==> src/include/board_shell_macros.svh <==
`ifndef BOARD_SHELL_MACROS_SVH
`define BOARD_SHELL_MACROS_SVH

// host bus geometry
`define BOARD_ADDR_W 32        // full host byte address
`define BOARD_DATA_W 32        // wishbone data width
`define BOARD_SEL_W  4         // one select per data byte

// address map, region field of the host address
`define REGION_MMIO    0       // scratch window standing in for the core mmio port
`define REGION_CLKCTRL 1       // clock generator control block

`define MMIO_WORDS 16          // scratch words, counter sits at this index

// reset sequencing
`define SYNC_STAGES       4    // flops on the asynchronous lock input
`define RESET_HOLD_CYCLES 16   // release cycles before core reset drops

`endif

==> src/source/board_bus_pkg.sv <==
`include "board_shell_macros.svh"

package board_bus_pkg;

  // field view of a host address, msb first
  typedef struct packed {
    logic [13:0] rsvd;         // above the decoded map
    logic [3:0]  region;       // picks the target
    logic [11:0] word_idx;     // word inside the target
    logic [1:0]  byte_off;     // byte lane, targets work on words
  } host_addr_fields_t;

  // decoder reads the region, targets read the word index
  typedef union packed {
    logic [`BOARD_ADDR_W-1:0] raw;
    host_addr_fields_t        f;
  } host_addr_u;

  // wishbone classic request, master to slave
  typedef struct packed {
    logic                     cyc;    // bus cycle in progress
    logic                     stb;    // this target is strobed
    logic                     we;     // 1 write, 0 read
    host_addr_u               addr;
    logic [`BOARD_SEL_W-1:0]  sel;    // byte enables for writes
    logic [`BOARD_DATA_W-1:0] wdata;
  } wb_req_t;

  // wishbone classic response, slave to master
  typedef struct packed {
    logic                     ack;    // single cycle pulse
    logic [`BOARD_DATA_W-1:0] rdata;  // valid while ack is high
  } wb_rsp_t;

endpackage

==> src/source/board_ctrl_pkg.sv <==
`include "board_shell_macros.svh"

package board_ctrl_pkg;

  // CTRL register, read-write on the two low bits
  typedef struct packed {
    logic [`BOARD_DATA_W-3:0] rsvd;          // always read 0
    logic                     core_run;      // host allows the core to leave reset
    logic                     clkgen_reset;  // held high out of reset
  } clk_ctrl_t;

  // STATUS register, read only
  typedef struct packed {
    logic [`BOARD_DATA_W-3:0] rsvd;          // always read 0
    logic                     core_reset;    // sequencer output as seen now
    logic                     locked_sync;   // lock after the synchroniser
  } clk_status_t;

  // word indices inside the clock-control region
  localparam logic [11:0] CTRL_IDX   = 12'd0;
  localparam logic [11:0] STATUS_IDX = 12'd1;

endpackage

==> src/source/host_addr_decode.sv <==
`timescale 1ns/1ps
`include "board_shell_macros.svh"

module host_addr_decode (
  input  logic                  clk_wiz_refclk,
  input  logic                  reset,
  input  board_bus_pkg::wb_req_t host_req,
  output board_bus_pkg::wb_rsp_t host_rsp,
  output board_bus_pkg::wb_req_t mmio_req,
  input  board_bus_pkg::wb_rsp_t mmio_rsp,
  output board_bus_pkg::wb_req_t clk_req,
  input  board_bus_pkg::wb_rsp_t clk_rsp
);

  import board_bus_pkg::*;

  host_addr_u addr;          // region view of the host address
  logic       hit_mmio;
  logic       hit_clk;
  logic       unmapped_ack;  // local responder for holes in the map

  assign addr     = host_req.addr;
  assign hit_mmio = (addr.f.region == 4'(`REGION_MMIO));
  assign hit_clk  = (addr.f.region == 4'(`REGION_CLKCTRL));

  // both targets see the whole request, only the matching one gets stb
  always_comb begin
    mmio_req     = host_req;
    mmio_req.stb = host_req.stb & hit_mmio;
    clk_req      = host_req;
    clk_req.stb  = host_req.stb & hit_clk;
  end

  // unmapped region acks one cycle later like a real target, writes dropped
  always_ff @(posedge clk_wiz_refclk) begin
    if (reset) begin
      unmapped_ack <= 1'b0;
    end else begin
      unmapped_ack <= host_req.cyc & host_req.stb & ~hit_mmio & ~hit_clk
                      & ~unmapped_ack;  // no back-to-back ack
    end
  end

  // only one source can ack in a given cycle
  always_comb begin
    host_rsp.ack = mmio_rsp.ack | clk_rsp.ack | unmapped_ack;
    if (mmio_rsp.ack) begin
      host_rsp.rdata = mmio_rsp.rdata;
    end else if (clk_rsp.ack) begin
      host_rsp.rdata = clk_rsp.rdata;
    end else begin
      host_rsp.rdata = '0;  // unmapped reads and idle bus
    end
  end

endmodule

==> src/source/mmio_regfile.sv <==
`timescale 1ns/1ps
`include "board_shell_macros.svh"

module mmio_regfile (
  input  logic                   clk_wiz_refclk,
  input  logic                   reset,
  input  board_bus_pkg::wb_req_t req,
  output board_bus_pkg::wb_rsp_t rsp
);

  import board_bus_pkg::*;

  localparam int          IDX_W   = $clog2(`MMIO_WORDS);  // bits that pick a scratch word
  localparam logic [11:0] CNT_IDX = 12'(`MMIO_WORDS);     // counter just past the array

  host_addr_u               addr;
  logic                     acc;       // cycle accepted on this edge
  logic                     in_array;  // index hits a scratch word
  logic                     ack_q;
  logic [`BOARD_DATA_W-1:0] rdata_q;
  logic [`BOARD_DATA_W-1:0] rd_word;
  logic [`BOARD_DATA_W-1:0] wr_count;  // acknowledged writes, like the core push counter
  logic [`BOARD_DATA_W-1:0] mem [`MMIO_WORDS];

  assign addr     = req.addr;
  assign acc      = req.cyc & req.stb & ~ack_q;  // skip the cycle that already acks
  assign in_array = (addr.f.word_idx < CNT_IDX);

  // read mux, counter is read only, the rest of the region reads zero
  always_comb begin
    if (in_array) begin
      rd_word = mem[addr.f.word_idx[IDX_W-1:0]];
    end else if (addr.f.word_idx == CNT_IDX) begin
      rd_word = wr_count;
    end else begin
      rd_word = '0;
    end
  end

  always_ff @(posedge clk_wiz_refclk) begin
    if (reset) begin
      ack_q    <= 1'b0;
      wr_count <= '0;
      for (int i = 0; i < `MMIO_WORDS; i++) begin
        mem[i] <= '0;  // scratch comes up clean
      end
    end else begin
      ack_q <= acc;
      if (acc && req.we) begin
        wr_count <= wr_count + 1'b1;  // every acked write counts, ignored ones too
        if (in_array) begin
          for (int b = 0; b < `BOARD_SEL_W; b++) begin
            if (req.sel[b]) begin
              mem[addr.f.word_idx[IDX_W-1:0]][b*8 +: 8] <= req.wdata[b*8 +: 8];
            end
          end
        end
      end
    end
  end

  // read data captured with the ack, old value on a write cycle
  always_ff @(posedge clk_wiz_refclk) begin
    if (acc) begin
      rdata_q <= rd_word;
    end
  end

  assign rsp.ack   = ack_q;
  assign rsp.rdata = rdata_q;

endmodule

==> src/source/clock_ctrl_regs.sv <==
`timescale 1ns/1ps

module clock_ctrl_regs (
  input  logic                    clk_wiz_refclk,
  input  logic                    reset,
  input  board_bus_pkg::wb_req_t  req,
  output board_bus_pkg::wb_rsp_t  rsp,
  input  logic                    locked_sync,
  input  logic                    core_reset,
  output board_ctrl_pkg::clk_ctrl_t ctrl
);

  import board_bus_pkg::*;
  import board_ctrl_pkg::*;

  host_addr_u  addr;
  logic        acc;       // request taken on this edge
  logic        ack_q;
  logic [31:0] rdata_q;
  logic [31:0] rd_word;
  clk_ctrl_t   ctrl_q;
  clk_ctrl_t   wr_ctrl;   // write data seen as CTRL fields
  clk_status_t status;

  assign addr    = req.addr;
  assign acc     = req.cyc & req.stb & ~ack_q;
  assign wr_ctrl = clk_ctrl_t'(req.wdata);

  // status is live, nothing stored here
  always_comb begin
    status             = '0;
    status.locked_sync = locked_sync;
    status.core_reset  = core_reset;
  end

  always_comb begin
    case (addr.f.word_idx)
      CTRL_IDX:   rd_word = ctrl_q;
      STATUS_IDX: rd_word = status;
      default:    rd_word = '0;  // rest of the region is empty
    endcase
  end

  // clock generator starts in reset and the core is not allowed to run
  always_ff @(posedge clk_wiz_refclk) begin
    if (reset) begin
      ack_q               <= 1'b0;
      ctrl_q              <= '0;
      ctrl_q.clkgen_reset <= 1'b1;
    end else begin
      ack_q <= acc;
      if (acc && req.we && addr.f.word_idx == CTRL_IDX) begin
        ctrl_q.clkgen_reset <= wr_ctrl.clkgen_reset;  // whole word, sel not used
        ctrl_q.core_run     <= wr_ctrl.core_run;      // reserved bits stay zero
      end
    end
  end

  always_ff @(posedge clk_wiz_refclk) begin
    if (acc) begin
      rdata_q <= rd_word;  // held for the ack cycle
    end
  end

  assign rsp.ack   = ack_q;
  assign rsp.rdata = rdata_q;
  assign ctrl      = ctrl_q;

endmodule

==> src/source/reset_sequencer.sv <==
`timescale 1ns/1ps
`include "board_shell_macros.svh"

module reset_sequencer (
  input  logic                      clk_wiz_refclk,
  input  logic                      reset,
  input  logic                      clk_locked,
  input  board_ctrl_pkg::clk_ctrl_t ctrl,
  output logic                      locked_sync,
  output logic                      core_reset
);

  localparam int             CNT_W = $clog2(`RESET_HOLD_CYCLES + 1);
  localparam logic [CNT_W-1:0] HOLD = CNT_W'(`RESET_HOLD_CYCLES);

  logic [`SYNC_STAGES-1:0] lock_sync_q;   // lock comes from another clock, shift it in
  logic                    release_ok;    // every release condition met this cycle
  logic [CNT_W-1:0]        hold_cnt;
  logic [CNT_W-1:0]        cnt_next;
  logic                    core_reset_q;

  // chain of flops, the oldest bit is the clean lock
  always_ff @(posedge clk_wiz_refclk) begin
    if (reset) begin
      lock_sync_q <= '0;
    end else begin
      lock_sync_q <= {lock_sync_q[`SYNC_STAGES-2:0], clk_locked};
    end
  end

  assign locked_sync = lock_sync_q[`SYNC_STAGES-1];

  // generator out of reset, host asked to run, clock is locked
  assign release_ok = ctrl.core_run & ~ctrl.clkgen_reset & locked_sync;

  assign cnt_next = (hold_cnt == HOLD) ? hold_cnt : hold_cnt + 1'b1;  // saturate

  // any dropped condition restarts the hold and reasserts reset next edge
  always_ff @(posedge clk_wiz_refclk) begin
    if (reset || !release_ok) begin
      hold_cnt     <= '0;
      core_reset_q <= 1'b1;
    end else begin
      hold_cnt     <= cnt_next;
      core_reset_q <= (cnt_next != HOLD);  // falls as the count reaches the hold
    end
  end

  assign core_reset = core_reset_q;

endmodule

==> src/source/board_shell_top.sv <==
`timescale 1ns/1ps

module board_shell_top (
  input  logic                   clk_wiz_refclk,
  input  logic                   reset,
  input  board_bus_pkg::wb_req_t host_req,
  output board_bus_pkg::wb_rsp_t host_rsp,
  input  logic                   clk_locked,
  output logic                   clkgen_reset,
  output logic                   core_reset
);

  import board_bus_pkg::*;
  import board_ctrl_pkg::*;

  wb_req_t   mmio_req;     // decoder to scratch window
  wb_rsp_t   mmio_rsp;
  wb_req_t   clk_req;      // decoder to clock control
  wb_rsp_t   clk_rsp;
  clk_ctrl_t ctrl;         // CTRL register contents
  logic      locked_sync;  // lock after the synchroniser
  logic      core_reset_w; // sequencer output, also read back in STATUS

  host_addr_decode u_decode (
    .clk_wiz_refclk (clk_wiz_refclk),
    .reset          (reset),
    .host_req       (host_req),
    .host_rsp       (host_rsp),
    .mmio_req       (mmio_req),
    .mmio_rsp       (mmio_rsp),
    .clk_req        (clk_req),
    .clk_rsp        (clk_rsp)
  );

  mmio_regfile u_mmio (
    .clk_wiz_refclk (clk_wiz_refclk),
    .reset          (reset),
    .req            (mmio_req),
    .rsp            (mmio_rsp)
  );

  clock_ctrl_regs u_clk_regs (
    .clk_wiz_refclk (clk_wiz_refclk),
    .reset          (reset),
    .req            (clk_req),
    .rsp            (clk_rsp),
    .locked_sync    (locked_sync),
    .core_reset     (core_reset_w),
    .ctrl           (ctrl)
  );

  reset_sequencer u_rst_seq (
    .clk_wiz_refclk (clk_wiz_refclk),
    .reset          (reset),
    .clk_locked     (clk_locked),
    .ctrl           (ctrl),
    .locked_sync    (locked_sync),
    .core_reset     (core_reset_w)
  );

  assign clkgen_reset = ctrl.clkgen_reset;  // straight to the clock generator
  assign core_reset   = core_reset_w;

endmodule

==> config.mk <==
export PLATFORM = sky130hd
export DESIGN_NAME = board_shell_top
export DESIGN_NICKNAME = d
export VERILOG_FILES = /design/src/source/board_bus_pkg.sv /design/src/source/board_ctrl_pkg.sv /design/src/source/host_addr_decode.sv /design/src/source/mmio_regfile.sv /design/src/source/clock_ctrl_regs.sv /design/src/source/reset_sequencer.sv /design/src/source/board_shell_top.sv
export VERILOG_INCLUDE_DIRS = /design/src /design/src/include
export SDC_FILE = /design/constraint.sdc
export NUM_CORES = 1
export LEC_CHECK = 0
export ABC_AREA = 0
export ABC_CLOCK_PERIOD_IN_PS = 2650
export BUFFER_PORTS_ARGS = -buffer_cell sky130_fd_sc_hd__buf_2
export CAP_MARGIN = 20
export CORE_MARGIN = 1.5
export CORE_UTILIZATION = 56
export DETAILED_ROUTE_END_ITERATION = 6
export PLACE_DENSITY = 0.76
export SYNTH_ARGS = -nofsm -noshare
export SYNTH_HDL_FRONTEND = slang
export SYNTH_SLANG_ARGS = --single-unit
==> constraint.sdc <==
create_clock -name clk_wiz_refclk -period 2.65 [get_ports clk_wiz_refclk]
set_input_delay 0.53 -clock clk_wiz_refclk [delete_from_list [all_inputs] [get_ports clk_wiz_refclk]]
set_output_delay 0.53 -clock clk_wiz_refclk [all_outputs]
set_load 0.05 [all_outputs]
Yosys cells after proc, flatten, opt, wreduce, memory -nomap -nowiden:

Memory sizes are Yosys's and may differ from the RTL's.
Index checks and enable logic that the tools add are counted.

* flip-flop bits (word level): 111
* latch bits: 0
* memory bits (writable): 512
* memory bits (read-only): 0
* input bits: 74
* output and inout bits: 35
* logic and storage cells: 79
* memories: 1

* add/sub/neg operators: 2
* multiply operators: 0
* divide/modulo/power cells: 0
* magnitude comparators: 1
* equal/unequal tests: 5
* shifts and indexed selects: 0
* mux-type cells: 31
* bitwise gates (word level): 20
* reduce and logical (&&, ||, !) cells: 8

Memory list
* u_mmio.mem: depth 16, width 32, rd ports 1, clocked after Yosys merged registers in 0, wr ports 16, line mmio_regfile.sv:23 `` logic [`BOARD_DATA_W-1:0] mem [`MMIO_WORDS]; ``

Operators by type and width (number)
* 32-bit 2-to-1 mux: 5
* 32-bit by 1-bit adder with 32-bit output, second input constant: 1
* 32-bit OR reduction: 1
* 1-bit 2-to-1 mux: 22
* 1-bit bitwise AND: 12
* 12-bit by 1-bit equality test with 1-bit output, second input constant: 1
* 12-bit by 5-bit equality test with 1-bit output, second input constant: 1
* 12-bit logical NOT: 1
* 12-bit by 5-bit less-than comparator with 1-bit output, second input constant: 1
* 4-bit 2-to-1 mux: 2
* 1-bit inverter: 6
* 5-bit by 1-bit adder with 5-bit output, second input constant: 1
* 5-bit equality test, second input constant: 1
* 5-bit 2-to-1 mux: 1
* 5-bit inequality test, second input constant: 1
* 4-bit by 1-bit equality test with 1-bit output, second input constant: 1
* 4-bit logical NOT: 1
* 2-bit one-hot mux with 2 select lines: 1
* 1-bit logical AND: 3
* 1-bit OR: 2
* 1-bit logical NOT: 1
* 1-bit logical OR: 1

Logic depth before layout (Yosys ltp):

* depth after elaboration: 10
* gate-level depth with buffers: 8
* gate-level depth less buffers: 7

Hierarchy:

From an unflattened synthesis, not the netlist that was laid out.

* cell total of the unflattened synthesis: 2084
* area, all modules: 29221.8 sq um

Modules (own cells, without submodules)
* mmio_regfile: times used 1, cells an instance 1768, area an instance 26633.0 sq um, sequential area each 16996.3 sq um
* host_addr_decode: times used 1, cells an instance 191, area an instance 1468.9 sq um, sequential area each 20.0 sq um
* clock_ctrl_regs: times used 1, cells an instance 87, area an instance 732.0 sq um, sequential area each 120.1 sq um
* reset_sequencer: times used 1, cells an instance 38, area an instance 387.9 sq um, sequential area each 200.2 sq um

Worst setup path after synthesis:

OpenSTA, ideal clock, no wires.

* kind: input to register
* start: input host_req[46] in the netlist's numbering
* end: memory u_mmio.mem[4][24] in the netlist's numbering (enable)
* setup time: 0.375 ns
* arrival: 2.492 ns
* data required time: 2.275 ns
* path slack: -0.217 ns
* stages on the path: 7
* path buffers: 2
* path through: or4_4 > or2_1 > buf_6 > nor2_1 > nand2_1 > clkbuf_1 > o21bai_1

RTL lines
* from (decl): line board_shell_top.sv:6 `input board_bus_pkg::wb_req_t host_req,`
* to (decl): line mmio_regfile.sv:23

Worst setup path in the final report:

* start: register u_mmio.wr_count[3]
* end: register u_mmio.wr_count[31]

* word-level cells in the longest chain between the ends: 1

RTL lines
* from (decl): line mmio_regfile.sv:22 `` logic [`BOARD_DATA_W-1:0] wr_count; ``
* from (signal assigned): line mmio_regfile.sv:50 `wr_count <= wr_count + 1'b1;`
* 32-bit by 1-bit adder with 32-bit output: line mmio_regfile.sv:50

Every way passes these cells.
A chain may end at the register's enable or synchronous reset.

==> results.py <==
metrics = {
    "logic_synthesis": {
        "ys.flop_type": "edfxtp_1",
        "yosysTopAreaCell": "edfxtp_1",
        "ys_seq_elements": 593,
        "yosysWarnings": 0,
        "synthCells": 1899,
        "synth_fp_nets": 1976,
        "synth_most_common_cell": "nor2_1",
        "netlist_top_cells_area": "edfxtp_1 63%, mux4_2 11%, nor2_1 7.9%",
        "synth_area_um2": 26190,
        "synth_top_area_share_pct": 62.60,
        "synthDistinctLibCells": 53,
        "synth_edf_count": 546,
        "ys_async_sr_fraction_pct": 0,
        "synth_common_cells": "548 x nor2_1, 546 x edfxtp_1, 126 x mux4_2",
        "synth.avg_cell_area_um2": 13.79,
        "yosysSeqAreaShare_pct": 66.20,
    },
    "clock_network": {
        "clk_pin_slew_ns": 0.07,
        "cts_tree": "done",
        "clock_latency_ns": 0.61,
        "cts_root_buf": "clkbuf_16",
        "ctsLongestPathBuffers": 3,
        "cts_inserted_buffers": 56,
        "cts_htree_levels": 2,
        "clock_sinks": 593,
    },
    "worst_setup_path": {
        "crit_fanout": 6,
        "critPathArrivalTime_ns": 2.95,
        "r2r_cells": 5,
        "end_kind": "flip-flop",
        "critPathTopFamily": "simple AND/OR/NAND/NOR gates",
        "crit_path_max_incr_delay_ns": 0.68,
        "cp_slowest_cell": "or4_1",
        "timing.rr.end": "u_mmio.wr_count[31]",
        "required_ns": 3.15,
        "reg2reg_slack_ns": 0.20,
        "reg2reg_from": "u_mmio.wr_count[3]",
        "critPathLaunchType": "flip-flop",
        "crit_path_start": "u_mmio.wr_count[3]",
        "path_cells": "nand4_2 -> or4_1 -> or2_4 -> nor4_1 -> mux2_2",
        "path_buf_inv": 0,
        "path_class": "reg -> reg",
    },
    "global_route": {
        "antenna_found_initial": 0,
        "grt_pass1_wl_mm": 102.8,
        "grt_pass1_vias": 16940,
        "grt_max_degree": 73,
        "overflow": 0,
        "grt.total_usage_pct": 29.52,
    },
    "cells_and_area": {
        "regArea_um2": 17340,
        "finalNetCount": 2123,
        "area_delta_synth_final_pct": 17.93,
        "multi_input_area_um2": 8447,
        "fillCellCount": 3039,
        "drive_above_1_share_pct": 25.29,
        "antenna_cells": 0,
    },
    "hold_path": {
        "hp-class": "in -> reg",
        "min_to": "u_decode.unmapped_ack",
        "worst_hold_path.num_cells": 3,
        "hp-start": "host_req[70]",
    },
    "timing": {
        "final_max_slew_viol_count": 0,
        "period_needed_ns": 2.454,
        "skew_ns": 0.01950,
        "worstMarginPinSlew_ns": 0.8934,
        "finalSetupViolCount": 0,
        "slew_headroom_pct": 40.30,
        "setup_tns_ns": 0,
        "fin_crit_sh_pct": 92.61,
        "hold_violations": 0,
        "max_freq_mhz": 407.5,
        "rsz0062_at_grt": "false",
    },
    "die": {
        "rows": 79,
        "die_w_um": 219.3,
        "dieArea_um2": 48070,
        "start_util_pct": 56.50,
        "core-area_um2": 46360,
        "die_y_um": 219.3,
        "ios": 109,
    },
    "routing": {
        "avgRoutedWirePerCell_um": 25.53,
        "vias_per_cell": 6.313,
        "drc": 0,
        "wl_mm": 68.91,
        "vias": 17040,
        "final_antenna_net_count": 0,
        "drtIter0Drc": 2128,
        "firstDrtPassIters": 6,
    },
    "run_status": {
        "outcome": "complete, no violations",
    },
    "placement": {
        "hpwl_mm": 46.30,
        "gp_congestion": 0.9045,
        "port_buffers": 92,
    },
    "pwr": {
        "power_mw": 20.44,
        "leakage_nw": 10.55,
        "ir_drop_mv": 0.5081,
        "cellPowerDensity_nw_per_um2": 661.7,
    },
    "job": {
        "maxCapViolations": 0,
    },
}
==> registers in the layout, summed over array words and instances, names as in the netlist <==
name	cells
u_mmio.mem	512
u_mmio.rdata_q	32
u_mmio.ack_q	1
u_clk_regs.ack_q	1
u_mmio.wr_count	32
u_rst_seq.core_reset	1
u_clk_regs.rdata_q	2
u_rst_seq.lock_sync_q	4
u_decode.unmapped_ack	1
u_rst_seq.hold_cnt	5
u_clk_regs.ctrl	2
==> through the flow <==
step	util [%]	setup WS [ns]	instance area [um2]	hold slack, ns	std cells
after floorplan	-	-0.05753	26570	0.3880	1899
after global placement	62.49	-0.1711	28970	0.3971	2595
after detailed placement	62.49	-0.2035	28970	0.4102	2595
after CTS	66.60	0.1127	30870	0.1505	2699
after global routing	66.62	0.1298	30890	0.1592	2699
final	66.62	0.1959	30890	0.1668	2699
==> repair_timing <==
item                                    4_1_cts  5_1_grt
hold buffers                                  0        0
endpoints found under the setup margin        0       24
gates resized for setup                       0        2
setup buffers                                 0        0
==> layout make-up <==
class	instances	area share, %
Sequential cell	593	56.13
Multi-Input combinational cell	1136	27.35
Timing Repair Buffer	248	7.766
Clock buffer	66	4.825
Tap cell	607	2.459
Clock inverter	38	1.337
Inverter	11	0.1337
==> metal layers <==
| metal | global-route usage, % | wire length [um] | vias up | share of wire (%) |
|---|---|---|---|---|
| li1 | - | - | 7245 | - |
| met1 | 41.38 | 25900 | 8572 | 38 |
| met2 | 47.71 | 33100 | 1076 | 48 |
| met3 | 3.978 | 7400 | 145 | 11 |
| met4 | 10.75 | 2505 | 0 | 3.6 |
| met5 | 0 | 0 | - | 0 |
==> power by group <==
group / total [mW] / leakage (nW) / internal (mW) / switching (mW)
logic: 1.40 / 3.99 / 0.619 / 0.781
clock network: 8.34 / 0.935 / 4.88 / 3.46
registers: 10.7 / 5.63 / 10.6 / 0.120
==> cell families (layout without fill, tap and decap cells) <==
logic type | count (synthesis) | in the layout | share of synthesized area, %
AND/OR/NAND/NOR | 764 | 764 | 12.76
flip-flops | 593 | 593 | 66.20
AO/OA/AOI/OAI | 173 | 173 | 4.481
buffers and inverters | 170 | 363 | 3.048
multiplexers | 166 | 166 | 12.37
XOR/XNOR | 30 | 30 | 1.003
adder cells (fa/ha/maj) | 3 | 3 | 0.1433
==> worst max-delay path by stage <==
stage,depth (start not counted),slack [ns],to
after floorplan,7,-0.06,u_mmio.mem[1][0]
after global placement,8,-0.17,u_mmio.mem[6][9]
after detailed placement,8,-0.20,u_mmio.mem[7][27]
after CTS,7,0.11,u_mmio.mem[8][6]
after global routing,7,0.13,u_mmio.mem[9][5]
final,5,0.20,u_mmio.wr_count[31]
==> worst register-to-register path, cell delays in order (launching register included) <==
cell and delay [ns]:
dfxtp_1 0.46, nand4_2 0.22, or4_1 0.68, or2_4 0.31, nor4_1 0.29, mux2_2 0.38
==> cells in the final DEF, fill, tap and decap left out, drive strengths merged, types with 5 or more instances in the layout <==
master,instances
a21o,8
a21oi,34
a22o,30
and2,32
buf,247
bufinv,9
clkbuf,67
clkinv,26
dfxtp,47
edfxtp,546
inv,11
mux2i,39
mux4,126
nand2,72
nand3,28
nand4,8
nor2,555
nor2b,11
nor3,17
nor4,14
o21ai,36
o21bai,56
or3,5
or4,7
xnor2,25
xor2,5
No activity file was read; power rests on OpenSTA's default activity.
